## src/ioBridge_cfg.svh

```systemverilog
/*
 * widths, FIFO size and channel buffer base addresses for the I/O bridge
 */
`ifndef IO_BRIDGE_CFG_SVH
`define IO_BRIDGE_CFG_SVH

// host side byte and memory side word
`define IO_BYTE_WIDTH 8
`define IO_WORD_WIDTH 16

// 16 slots, one always kept free so at most 15 bytes stored
`define IO_FIFO_ADDR_BITS 4

// word addresses on the external memory bus
`define IO_MEM_ADDR_WIDTH 16

// first word of each channel buffer region
`define IO_FLOPPY_BASE 16'h0000
`define IO_ACSI_BASE 16'h8000

`endif

```

## src/ioPkg.sv

```systemverilog
/*
 * shared vector types and FSM state enums of the I/O bridge
 */
`default_nettype none
`include "ioBridge_cfg.svh"

package ioPkg;

	// data carried between host, FIFOs and memory
	typedef logic [`IO_BYTE_WIDTH-1:0] ioByte_t;
	typedef logic [`IO_WORD_WIDTH-1:0] ioWord_t;
	typedef logic [`IO_MEM_ADDR_WIDTH-1:0] memAddr_t;

	// free slots reported back to the host
	typedef logic [`IO_FIFO_ADDR_BITS-1:0] fifoLevel_t;

	// DMA channel, pack bytes then hand the word to the bus
	typedef enum logic [1:0] {Collect, Request, Release} dmaState_e;

	// arbiter, one grant per four-phase transfer
	typedef enum logic [1:0] {Idle, Busy, Drop} arbState_e;

endpackage

`default_nettype wire

```

## src/busArbiter.sv

```systemverilog
/*
 * round-robin arbiter between the two DMA channels,
 * relays the four-phase handshake to the external memory bus
 */
`timescale 1ns/1ps
`default_nettype none

module busArbiter (
	input wire in_clk,
	input wire reset,
	input wire req0,
	input wire req1,
	input wire ioPkg::memAddr_t addr0,
	input wire ioPkg::memAddr_t addr1,
	input wire ioPkg::ioWord_t data0,
	input wire ioPkg::ioWord_t data1,
	input wire memAck,
	output logic ack0,
	output logic ack1,
	output logic memReq,
	output ioPkg::memAddr_t memAddr,
	output ioPkg::ioWord_t memData
);
	import ioPkg::*;

	arbState_e state;
	// channel granted now, or served last while idle
	logic grantSel;
	logic pick;
	logic grantReq;
	logic anyReq;

	assign anyReq = req0 || req1;

	// a tie goes to the channel not served last
	assign pick = (req0 && req1) ? !grantSel : req1;

	// request of the channel holding the grant
	assign grantReq = grantSel ? req1 : req0;

	// memory ack goes straight back to the owner
	assign ack0 = memAck && !grantSel;
	assign ack1 = memAck && grantSel;

	always_ff @(posedge in_clk) begin
		if (reset) begin
			state <= Idle;
			// floppy counts as served last
			grantSel <= 1'b0;
			memReq <= 1'b0;
		end else begin
			case (state)
				Idle: begin
					if (anyReq) begin
						grantSel <= pick;
						state <= Busy;
					end
				end
				Busy: begin
					if (memReq && memAck) begin
						memReq <= 1'b0;
						state <= Drop;
					end else if (!memReq && !memAck) begin
						// one cycle after the grant
						memReq <= 1'b1;
					end
				end
				Drop: begin
					// both sides back to zero closes the transfer
					if (!memAck && !grantReq)
						state <= Idle;
				end
				default: begin
					state <= Idle;
				end
			endcase
		end
	end

	// winner's word held on the bus for the whole transfer
	always_ff @(posedge in_clk) begin
		if (state == Idle && anyReq) begin
			memAddr <= pick ? addr1 : addr0;
			memData <= pick ? data1 : data0;
		end
	end

endmodule

`default_nettype wire

```

## src/dmaChannel.sv

```systemverilog
/*
 * DMA engine for one channel, packs FIFO bytes big-endian into words
 * and writes them to consecutive addresses over a four-phase handshake
 */
`timescale 1ns/1ps
`default_nettype none
`include "ioBridge_cfg.svh"

module dmaChannel #(
	parameter ioPkg::memAddr_t BASE_ADDR = `IO_FLOPPY_BASE
) (
	input wire in_clk,
	input wire reset,
	input wire ioPkg::ioByte_t fifoData,
	input wire dataAvailable,
	input wire chanAck,
	output logic readEn,
	output logic chanReq,
	output ioPkg::memAddr_t chanAddr,
	output ioPkg::ioWord_t chanData
);
	import ioPkg::*;

	dmaState_e state;
	// first byte of the pair, waits for its partner
	ioByte_t highByte;
	logic haveHigh;

	// pop one byte per cycle, only while collecting
	assign readEn = (state == Collect) && dataAvailable;

	always_ff @(posedge in_clk) begin
		if (reset) begin
			state <= Collect;
			haveHigh <= 1'b0;
			chanReq <= 1'b0;
			chanAddr <= BASE_ADDR;
		end else begin
			case (state)
				Collect: begin
					if (readEn) begin
						if (!haveHigh) begin
							haveHigh <= 1'b1;
						end else begin
							// word complete
							haveHigh <= 1'b0;
							state <= Request;
						end
					end
				end
				Request: begin
					if (chanAck) begin
						// ack seen, second phase
						chanReq <= 1'b0;
						state <= Release;
					end else if (!chanReq) begin
						// previous ack is low, safe to raise
						chanReq <= 1'b1;
					end
				end
				Release: begin
					// wait for ack to fall, then next word slot
					if (!chanAck) begin
						chanAddr <= chanAddr + 1'b1;
						state <= Collect;
					end
				end
				default: begin
					state <= Collect;
				end
			endcase
		end
	end

	// word register, stable from Request until the next pair
	always_ff @(posedge in_clk) begin
		if (readEn && !haveHigh)
			highByte <= fifoData;
		if (readEn && haveHigh)
			chanData <= {highByte, fifoData};
	end

endmodule

`default_nettype wire

```

## src/hostIf.sv

```systemverilog
/*
 * host side routing, steers strobe and enable to the selected FIFO
 * and returns that FIFO's status
 */
`timescale 1ns/1ps
`default_nettype none

module hostIf (
	input wire in_clk,
	input wire reset,
	input wire hostChannel,
	input wire hostStrobe,
	input wire hostEnable,
	input wire ioPkg::fifoLevel_t space0,
	input wire ioPkg::fifoLevel_t space1,
	input wire full0,
	input wire full1,
	input wire empty0,
	input wire empty1,
	output logic wrStrobe0,
	output logic wrStrobe1,
	output logic wrEnable0,
	output logic wrEnable1,
	output ioPkg::fifoLevel_t hostSpace,
	output logic hostFull,
	output logic hostEmpty
);

	// 0 floppy, 1 ACSI
	logic chanSel;

	always_ff @(posedge in_clk) begin
		if (reset)
			chanSel <= 1'b0;
		else
			chanSel <= hostChannel;
	end

	// unselected FIFO sees both write paths low
	assign wrStrobe0 = hostStrobe && !chanSel;
	assign wrStrobe1 = hostStrobe && chanSel;
	assign wrEnable0 = hostEnable && !chanSel;
	assign wrEnable1 = hostEnable && chanSel;

	// status back from the selected channel
	assign hostSpace = chanSel ? space1 : space0;
	assign hostFull = chanSel ? full1 : full0;
	assign hostEmpty = chanSel ? empty1 : empty0;

endmodule

`default_nettype wire

```

## src/ioBridge.sv

```systemverilog
/*
 * I/O bridge top, host interface, floppy and ACSI FIFOs,
 * their DMA engines and the shared memory bus arbiter
 */
`timescale 1ns/1ps
`default_nettype none
`include "ioBridge_cfg.svh"

module ioBridge (
	input wire in_clk,
	input wire reset,
	input wire hostChannel,
	input wire ioPkg::ioByte_t hostData,
	input wire hostStrobe,
	input wire hostEnable,
	input wire memAck,
	output ioPkg::fifoLevel_t hostSpace,
	output logic hostFull,
	output logic hostEmpty,
	output logic memReq,
	output ioPkg::memAddr_t memAddr,
	output ioPkg::ioWord_t memData
);
	import ioPkg::*;

	// host interface to FIFOs
	logic wrStrobe0, wrStrobe1;
	logic wrEnable0, wrEnable1;
	fifoLevel_t space0, space1;
	logic full0, full1;
	logic empty0, empty1;

	// FIFOs to DMA engines
	ioByte_t fifoData0, fifoData1;
	logic avail0, avail1;
	logic readEn0, readEn1;

	// DMA engines to arbiter
	logic req0, req1;
	logic ack0, ack1;
	memAddr_t addr0, addr1;
	ioWord_t data0, data1;

	hostIf hostIf (.in_clk, .reset, .hostChannel, .hostStrobe, .hostEnable,
		.space0, .space1, .full0, .full1, .empty0, .empty1,
		.wrStrobe0, .wrStrobe1, .wrEnable0, .wrEnable1,
		.hostSpace, .hostFull, .hostEmpty);

	// host byte goes to both, only the selected one writes it
	ioFifo #(.FIFO_ADDR_BITS(`IO_FIFO_ADDR_BITS)) floppyFifo (.in_clk, .reset,
		.wrData(hostData), .wrStrobe(wrStrobe0), .wrEnable(wrEnable0), .readEn(readEn0),
		.rdData(fifoData0), .space(space0), .empty(empty0), .full(full0),
		.dataAvailable(avail0));

	ioFifo #(.FIFO_ADDR_BITS(`IO_FIFO_ADDR_BITS)) acsiFifo (.in_clk, .reset,
		.wrData(hostData), .wrStrobe(wrStrobe1), .wrEnable(wrEnable1), .readEn(readEn1),
		.rdData(fifoData1), .space(space1), .empty(empty1), .full(full1),
		.dataAvailable(avail1));

	dmaChannel #(.BASE_ADDR(`IO_FLOPPY_BASE)) floppyDma (.in_clk, .reset,
		.fifoData(fifoData0), .dataAvailable(avail0), .chanAck(ack0), .readEn(readEn0),
		.chanReq(req0), .chanAddr(addr0), .chanData(data0));

	dmaChannel #(.BASE_ADDR(`IO_ACSI_BASE)) acsiDma (.in_clk, .reset,
		.fifoData(fifoData1), .dataAvailable(avail1), .chanAck(ack1), .readEn(readEn1),
		.chanReq(req1), .chanAddr(addr1), .chanData(data1));

	// channel 0 floppy, channel 1 ACSI
	busArbiter busArbiter (.in_clk, .reset, .req0, .req1, .addr0, .addr1,
		.data0, .data1, .memAck, .ack0, .ack1, .memReq, .memAddr, .memData);

endmodule

`default_nettype wire

```

## src/ioFifo.sv

```systemverilog
/*
 * byte FIFO for one channel, strobe and level enable write paths,
 * combinational read port with pop enable and status outputs
 */
`timescale 1ns/1ps
`default_nettype none
`include "ioBridge_cfg.svh"

module ioFifo #(
	parameter int FIFO_ADDR_BITS = `IO_FIFO_ADDR_BITS
) (
	input wire in_clk,
	input wire reset,
	input wire ioPkg::ioByte_t wrData,
	input wire wrStrobe,
	input wire wrEnable,
	input wire readEn,
	output ioPkg::ioByte_t rdData,
	output ioPkg::fifoLevel_t space,
	output logic empty,
	output logic full,
	output logic dataAvailable
);
	import ioPkg::*;

	localparam int FIFO_DEPTH = 1 << FIFO_ADDR_BITS;

	ioByte_t fifoMem [FIFO_DEPTH];
	logic [FIFO_ADDR_BITS-1:0] writePtr;
	logic [FIFO_ADDR_BITS-1:0] readPtr;
	logic [FIFO_ADDR_BITS-1:0] nextWrite;

	// host strobe is asynchronous
	logic strobeSync1;
	logic strobeSync2;
	logic strobeLast;
	logic strobeEdge;
	logic wrFire;
	logic rdFire;

	assign nextWrite = writePtr + 1'b1;

	// one slot stays unused to tell full from empty
	assign full = (readPtr == nextWrite);
	assign empty = (readPtr == writePtr);
	assign dataAvailable = !empty;
	assign space = fifoLevel_t'(readPtr - writePtr - 1'b1);

	// oldest byte, valid while dataAvailable
	assign rdData = fifoMem[readPtr];

	assign strobeEdge = strobeSync2 && !strobeLast;
	// writes into a full FIFO are lost
	assign wrFire = (strobeEdge || wrEnable) && !full;
	assign rdFire = readEn && dataAvailable;

	always_ff @(posedge in_clk) begin
		if (reset) begin
			strobeSync1 <= 1'b0;
			strobeSync2 <= 1'b0;
			strobeLast <= 1'b0;
			writePtr <= '0;
			readPtr <= '0;
		end else begin
			// two flops into in_clk, third one remembers last level
			strobeSync1 <= wrStrobe;
			strobeSync2 <= strobeSync1;
			strobeLast <= strobeSync2;
			if (wrFire)
				writePtr <= nextWrite;
			if (rdFire)
				readPtr <= readPtr + 1'b1;
		end
	end

	// storage array
	always_ff @(posedge in_clk) begin
		if (wrFire)
			fifoMem[writePtr] <= wrData;
	end

endmodule

`default_nettype wire

```

## config.mk

```make
export PLATFORM = sky130hd
export DESIGN_NAME = ioBridge
export DESIGN_NICKNAME = d
export VERILOG_FILES = /design/src/ioPkg.sv /design/src/busArbiter.sv /design/src/dmaChannel.sv /design/src/hostIf.sv /design/src/ioBridge.sv /design/src/ioFifo.sv
export VERILOG_INCLUDE_DIRS = /design/src
export SDC_FILE = /design/constraint.sdc
export NUM_CORES = 1
export LEC_CHECK = 0
export ABC_CLOCK_PERIOD_IN_PS = 2300
export BUFFER_PORTS_ARGS = -buffer_cell sky130_fd_sc_hd__buf_2
export CAP_MARGIN = 20
export CORE_MARGIN = 10
export CORE_UTILIZATION = 56
export DETAILED_ROUTE_END_ITERATION = 16
export GPL_TIMING_DRIVEN = 0
export PLACE_DENSITY = 0.79
export SYNTH_ARGS = -nofsm -noshare
export SYNTH_HDL_FRONTEND = slang
export SYNTH_SLANG_ARGS = --single-unit
```

## constraint.sdc

```tcl
create_clock -name in_clk -period 2.3 [get_ports in_clk]
set_input_delay 0.115 -clock in_clk [delete_from_list [all_inputs] [get_ports in_clk]]
set_output_delay 0.115 -clock in_clk [all_outputs]
set_load 0.005 [all_outputs]
```

; After elaboration in Yosys (flattened, before gate mapping)
; Memories as Yosys holds them, arrays and structs flattened. A register that Yosys moved wholly into a read port is not among the register bits.
; Index checks and enable logic that the tools add are counted.
[op_classes]
eq_ne = 21
reduce_logical = 52
bitwise = 2
mux = 35
addsub = 10
[op_table]
columns = op, n
row1 = adder 16 x 1 -> 16 bit (second input constant), 2
row2 = two-way mux 16 bit, 2
row3 = logical AND 1 bit, 23
row4 = two-way mux 2 bit, 11
row5 = two-way mux 4 bit, 5
row6 = inequality test 2 x 1 -> 1 bit (second input constant), 9
row7 = case mux 2 bit (3 select lines), 3
row8 = adder 4 x 1 -> 4 bit (second input constant), 4
row9 = == test 4 bit, 4
row10 = two-way mux 1 bit, 14
row11 = logical NOT 1 bit, 13
row12 = AND reduction 2 bit, 6
row13 = AND reduction 4 bit, 2
row14 = subtractor 4 x 1 -> 4 bit (second input constant), 2
row15 = subtractor 4 bit, 2
row16 = == test 2 x 1 -> 1 bit (second input constant), 3
row17 = == test 2 bit (second input constant), 3
row18 = logical NOT 2 bit, 3
row19 = inequality test 2 bit (second input constant), 2
row20 = logical OR 1 bit, 3
row21 = AND reduction 3 bit, 1
row22 = inverter 1 bit, 2
row23 = nonzero test 2 bit, 1
[totals]
n_memories = 2
ff_bits = 147
wordCells = 150
mem_bits_rw = 256
[mem_list]
columns = memory, words, word_bits, read_ports, rd_ports_with_merged_regs, write_ports, line_no
row1 = acsiFifo.fifoMem, 16, 8, 1, 1, 1, ioFifo.sv:28  ; ioByte_t fifoMem [FIFO_DEPTH];
row2 = floppyFifo.fifoMem, 16, 8, 1, 1, 1, ioFifo.sv:28

; Depth between registers and ports, before layout
[depth]
depth_word = 6
depth_mapped = 7
depth_no_buf = 6

; Cells and area by module
; A second synthesis with hierarchy kept.
[unflattened]
hier_cells = 932
area_unflattened_um2 = 16602.2
[modules_own_cells]
columns = mod, area_each_um2, instances, seq_area_each_um2, cells_each
row1 = ioFifo, 5744.3, 2, 4144.0, 289
row2 = busArbiter, 1689.1, 1, 1041.0, 89
row3 = dmaChannel at floppyDma, 1639.1, 1, 1121.1, 128
row4 = dmaChannel at acsiDma, 1625.3, 1, 1121.1, 124
row5 = hostIf, 160.2, 1, 20.0, 13

; Worst setup path before layout
; No wires, ideal clock.
[synth_path]
kind = flip-flop to flip-flop
from = reg acsiFifo.writePtr[0]
to = mem acsiFifo.fifoMem[2][0] (netlist name) (enable)
t_arrival_ns = 2.033
slack_ns = -0.103
period_less_slack_ns = 2.403
stages_incl_launch_ff = 8
setup_time_ns = 0.371
cell_sequence = dfxtp_1 -> inv_1 -> ha_1 -> xor2_1 -> nor3_1 -> clkbuf_1 -> a2111o_1 -> nor2_1
[synth_via]
elab_chain_cells = 6
[synth_rtl]
columns = element, line_no
row1 = "start, declared", ioFifo.sv:29  ; logic [FIFO_ADDR_BITS-1:0] writePtr;
row2 = "start signal, assigned", ioFifo.sv:70  ; writePtr <= nextWrite;
row3 = adder 4 x 1 -> 4 bit, ioFifo.sv:41  ; assign nextWrite = writePtr + 1'b1;
row4 = via acsiFifo.nextWrite[0], ioFifo.sv:31  ; logic [FIFO_ADDR_BITS-1:0] nextWrite;
row5 = == test 4 bit, ioFifo.sv:44  ; assign full = (readPtr == nextWrite);
row6 = logical NOT 1 bit, ioFifo.sv:54  ; assign wrFire = (strobeEdge || wrEnable) && !full;
row7 = logical AND 1 bit, ioFifo.sv:54
row8 = two-way mux 1 bit, ioFifo.sv:78  ; if (wrFire)
row9 = two-way mux 1 bit (implied by the code), ioFifo.sv:79  ; fifoMem[writePtr] <= wrData;
row10 = "end, declared", ioFifo.sv:28
; The timed path passes the listed nets, and every way through them passes these cells.

; Worst setup path after layout
[layout_path]
from = reg floppyFifo.writePtr[1]
to = mem floppyFifo.fifoMem[1][3] (netlist name) (enable)
[layout_via]
elab_chain_cells = 6
[layout_rtl]
columns = element, line_no
row1 = "start, declared", ioFifo.sv:29
row2 = "start signal, assigned", ioFifo.sv:70
row3 = adder 4 x 1 -> 4 bit, ioFifo.sv:41
row4 = via floppyFifo.nextWrite[1], ioFifo.sv:31
row5 = == test 4 bit, ioFifo.sv:44
row6 = logical NOT 1 bit, ioFifo.sv:54
row7 = logical AND 1 bit, ioFifo.sv:54
row8 = two-way mux 1 bit, ioFifo.sv:78
row9 = two-way mux 1 bit (implied by the code), ioFifo.sv:79
row10 = "end, declared", ioFifo.sv:28
; The timed path passes the listed nets, and every way through them passes these cells.

==> summary.txt <==
Floorplan
  – Core area: 0.0288 mm²
  – Die width: 191 µm
  – Num ports: 53
  – Starting density of the core: 56.8%
  – Die Ht: 191 µm
  – Die area: 0.0365 mm²
  – Site row count: 62

Clock tree
  – CTS Root Cell: clkbuf_16
  – H-tree depth: 2
  – Clock tree buffer depth: 3
  – Clk_lat worst skew: 0.54 ns
  – CTS tree: built
  – Clock Sinks: 411
  – Clock-pin transition on the worst setup and hold timing paths: 0.06 ns
  – TritonCTS Buffers: 41

Drt
  – Via count: 9046
  – Post-route ant nets: 0
  – 1st-iter DRT viols: 837
  – DRC Markers: 0
  – Routed vias/inst: 6.02
  – Pre-antenna DRT Iters: 5
  – DRT Wirelength: 35700 µm
  – DR WL/cell: 23.8 µm

Critical path
  – Arr. time, crit path: 2.72 ns
  – Critical path capture point type: flip-flop
  – Startpoint class of the critical path: flip-flop
  – Max stage delay on crit path: 0.39 ns
  – Crit Path Max Fanout: 8
  – Worst-path cell chain: inv_6, ha_4, xor2_2, or3_1, buf_6, buf_6, o211ai_1, buf_4, nor3_4, buf_12
  – Critical Path Slowest Stage Cell: dfxtp_4
  – CP Class: reg -> reg
  – Worst EP required: 2.61 ns
  – Cell mode on critical path: buf_6

Timing
  – Slew Viols, Final: 0
  – Ratio of final minimum period to clock period: 105%
  – Final min period: 2.41 ns
  – Min Hold Slack: 0.0333 ns
  – Maximum achievable frequency: 415 MHz
  – Setup violators final: 80
  – Final Skew: 0.0172 ns
  – Max_slew headroom: 45.1%
  – Slew @ Worst Pin: 0.823 ns
  – Fin worst setup slack: -0.112 ns
  – Total negative slack: -2.93 ns
  – RSZ-0062 raised after global routing: true
  – Count of final hold-check violations: 0

Global routing
  – Largest net degree at the start of global routing: 33
  – Vias in the first global route: 9193
  – Antenna violations before repair: 0
  – Gr usage total: 19.2%
  – Grt total ovfl: 0
  – First-pass GRT wire length: 53800 µm

Logic synthesis
  – Seq/Total Area, Yosys: 70.8%
  – Unique cell type count in the Yosys netlist: 54
  – Yosys reg bits: 411
  – Post-synth EDFFs: 336
  – Syn avg cell area: 17.2 µm²
  – Async set-reset flop share out of synthesis: 0%
  – Main synth FF type: edfxtp_1
  – Cells after synthesis: 949
  – Yosys warns: 0
  – Mapped Area: 0.0164 mm²
  – Mapped Nets: 984

Cells and area
  – Final net count: 1122
  – Seq. cell area: 0.0116 mm²
  – ANT cells: 0
  – Filler instances: 1784
  – Layout cells sized above 1: 32.1%
  – Final Cell Area: 0.0195 mm²
  – Multi-input gate area: 0.00499 mm²
  – Commonest non-fill, non-tap cell in the layout: edfxtp_1
  – Commonest cells after routing, fill and taps aside: edfxtp_1, mux4_2, dfxtp_1
  – Area growth syn-to-layout: 19.0%

Run status
  – Status: finished, violations left
  – Failing checks: negative setup slack

Worst hold path
  – Worst hold path type: in -> reg

Place
  – GP Congestion: 0.852
  – Buffers on Ports: 52
  – Dpl cell area: 0.0172 mm²
  – Dpl hpwl: 21600 µm

Run
  – Max-Cap Viols: 0

Power and ir drop
  – Peak VDD IR: 659 µV
  – Leakage power: 6.32 nW
  – Power density cells: 1150 mW/mm²
[layer usage]
| layer | track usage, % | vias up | wire length (µm) |
|---|---|---|---|
| met2 | 32.9 | 318 | 18700 |
| met4 | 6.66 | 0 | 894 |
| met3 | 3.72 | 74 | 2400 |
| li1 | - | 4010 | - |
| met5 | 0 | - | 0 |
| met1 | 24.0 | 4644 | 13700 |
[layout make-up]
class	count	area share, %
Buffer	41	1.20
Clock buffer	57	5.89
Clock inverter	17	0.990
Inverter	18	0.405
Multi-Input combinational cell	477	25.6
Sequential cell	411	59.6
Tap cell	384	2.47
Timing Repair Buffer	97	3.77
[synth_stat cells, types with 2 or more instances]
master / instances / area share [%]
mux2i_1: 4 / 0.24
buf_6: 2 / 0.14
a21o_1: 3 / 0.14
a2111o_1: 2 / 0.14
a22oi_1: 3 / 0.14
a211oi_1: 3 / 0.14
a21oi_1: 28 / 0.86
o31ai_1: 8 / 0.37
buf_1: 4 / 0.092
o211ai_1: 7 / 0.32
nand4b_1: 2 / 0.11
a31oi_1: 3 / 0.11
xor3_1: 2 / 0.29
or4_1: 8 / 0.37
edfxtp_1: 336 / 62
nand2_1: 27 / 0.62
and2_1: 13 / 0.50
nand3b_1: 2 / 0.092
ha_1: 19 / 1.5
o21ai_1: 2 / 0.061
dfxtp_1: 75 / 9.2
nand3_1: 25 / 0.76
buf_2: 9 / 0.28
xnor2_1: 10 / 0.54
clkbuf_1: 28 / 0.64
nor2_1: 65 / 1.5
nand4_1: 12 / 0.46
o31a_1: 2 / 0.11
or3_1: 15 / 0.57
nor3_1: 10 / 0.31
inv_1: 18 / 0.41
nor4_1: 4 / 0.15
and3_1: 5 / 0.19
and4_1: 6 / 0.32
nand2b_1: 9 / 0.34
a2111oi_0: 3 / 0.16
fa_1: 2 / 0.24
mux2_2: 34 / 2.3
mux4_2: 80 / 11
o21ai_0: 15 / 0.46
nor2b_1: 9 / 0.34
xor2_1: 23 / 1.2
[repair_timing]
| action | CTS | global route |
|---|---|---|
| resized for setup | 95 | 55 |
| endpoints found under the setup margin | 336 | 219 |
| pin swaps | 13 | 19 |
| setup buffers | 17 | 24 |
| hold buffers | 2 | 0 |
| endpoints found under the hold margin | 3 | 0 |
| cloned | 0 | 0 |
[logic make-up after synthesis]
family / synth area share [%]
AND/OR/NAND/NOR: 6.92
flip-flops: 70.8
XOR/XNOR: 2.06
buffers and inverters: 1.56
multiplexers: 13.6
AO/OA/AOI/OAI: 3.32
adder cells (fa/ha/maj): 1.70
[worst max-delay path, delay by kind of cell (launching register included)]
family                   cells  cell delay [ns]
buffers and inverters        5             0.73
AO/OA/AOI/OAI                1             0.20
adder cells (fa/ha/maj)      1             0.25
XOR/XNOR                     1             0.16
AND/OR/NAND/NOR              2             0.45
flip-flops                   1             0.39
[final timing paths]
kind / cells past startpoint / slack [ns] / end / from
setup / recovery: 10 / -0.11 / floppyFifo.fifoMem[1][3] / floppyFifo.writePtr[1]
hold reg to reg: 0 / 0.42 / acsiDma.chanData[11] / acsiDma.highByte[3]
setup reg to reg: 10 / -0.11 / floppyFifo.fifoMem[1][3] / floppyFifo.writePtr[1]
hold / removal: 4 / 0.03 / floppyDma.state[1] / memAck
[through the flow]
stage	cells	util, %	setup slack (ns)	total power [mW]
6_report	1502	67.7	-0.112	22.3
5_1_grt	1502	67.7	-0.186	23.2
4_1_cts	1480	66.3	-0.110	22.2
3_5_place_dp	1388	59.6	-0.801	15.0
3_3_place_gp	1385	59.4	-0.981	14.8
2_1_floorplan	949	-	-0.103	13.2
[sequential cells by signal, summed over array words and instances, names as in the netlist, 2 cells and up, named ones only]
| register | cells |
|---|---|
| floppyDma.chanAddr | 16 |
| floppyDma.chanData | 16 |
| acsiFifo.fifoMem | 128 |
| acsiFifo.readPtr | 4 |
| acsiDma.state | 2 |
| acsiDma.highByte | 8 |
| floppyFifo.fifoMem | 128 |
| acsiDma.chanData | 16 |
| floppyFifo.writePtr | 4 |
| floppyDma.state | 2 |
| acsiDma.chanAddr | 16 |
| floppyFifo.readPtr | 4 |
| floppyDma.highByte | 8 |
| busArbiter.memAddr | 16 |
| busArbiter.memData | 16 |
| acsiFifo.writePtr | 4 |
| busArbiter.state | 2 |
[power breakdown]
group          switching, mW  total (mW)  internal, mW
registers              0.392        9.69          9.30
logic                   3.26        5.99          2.73
clock network           2.71        6.65          3.93
total                   6.36        22.3          16.0
(Power assumes the default switching activity.)
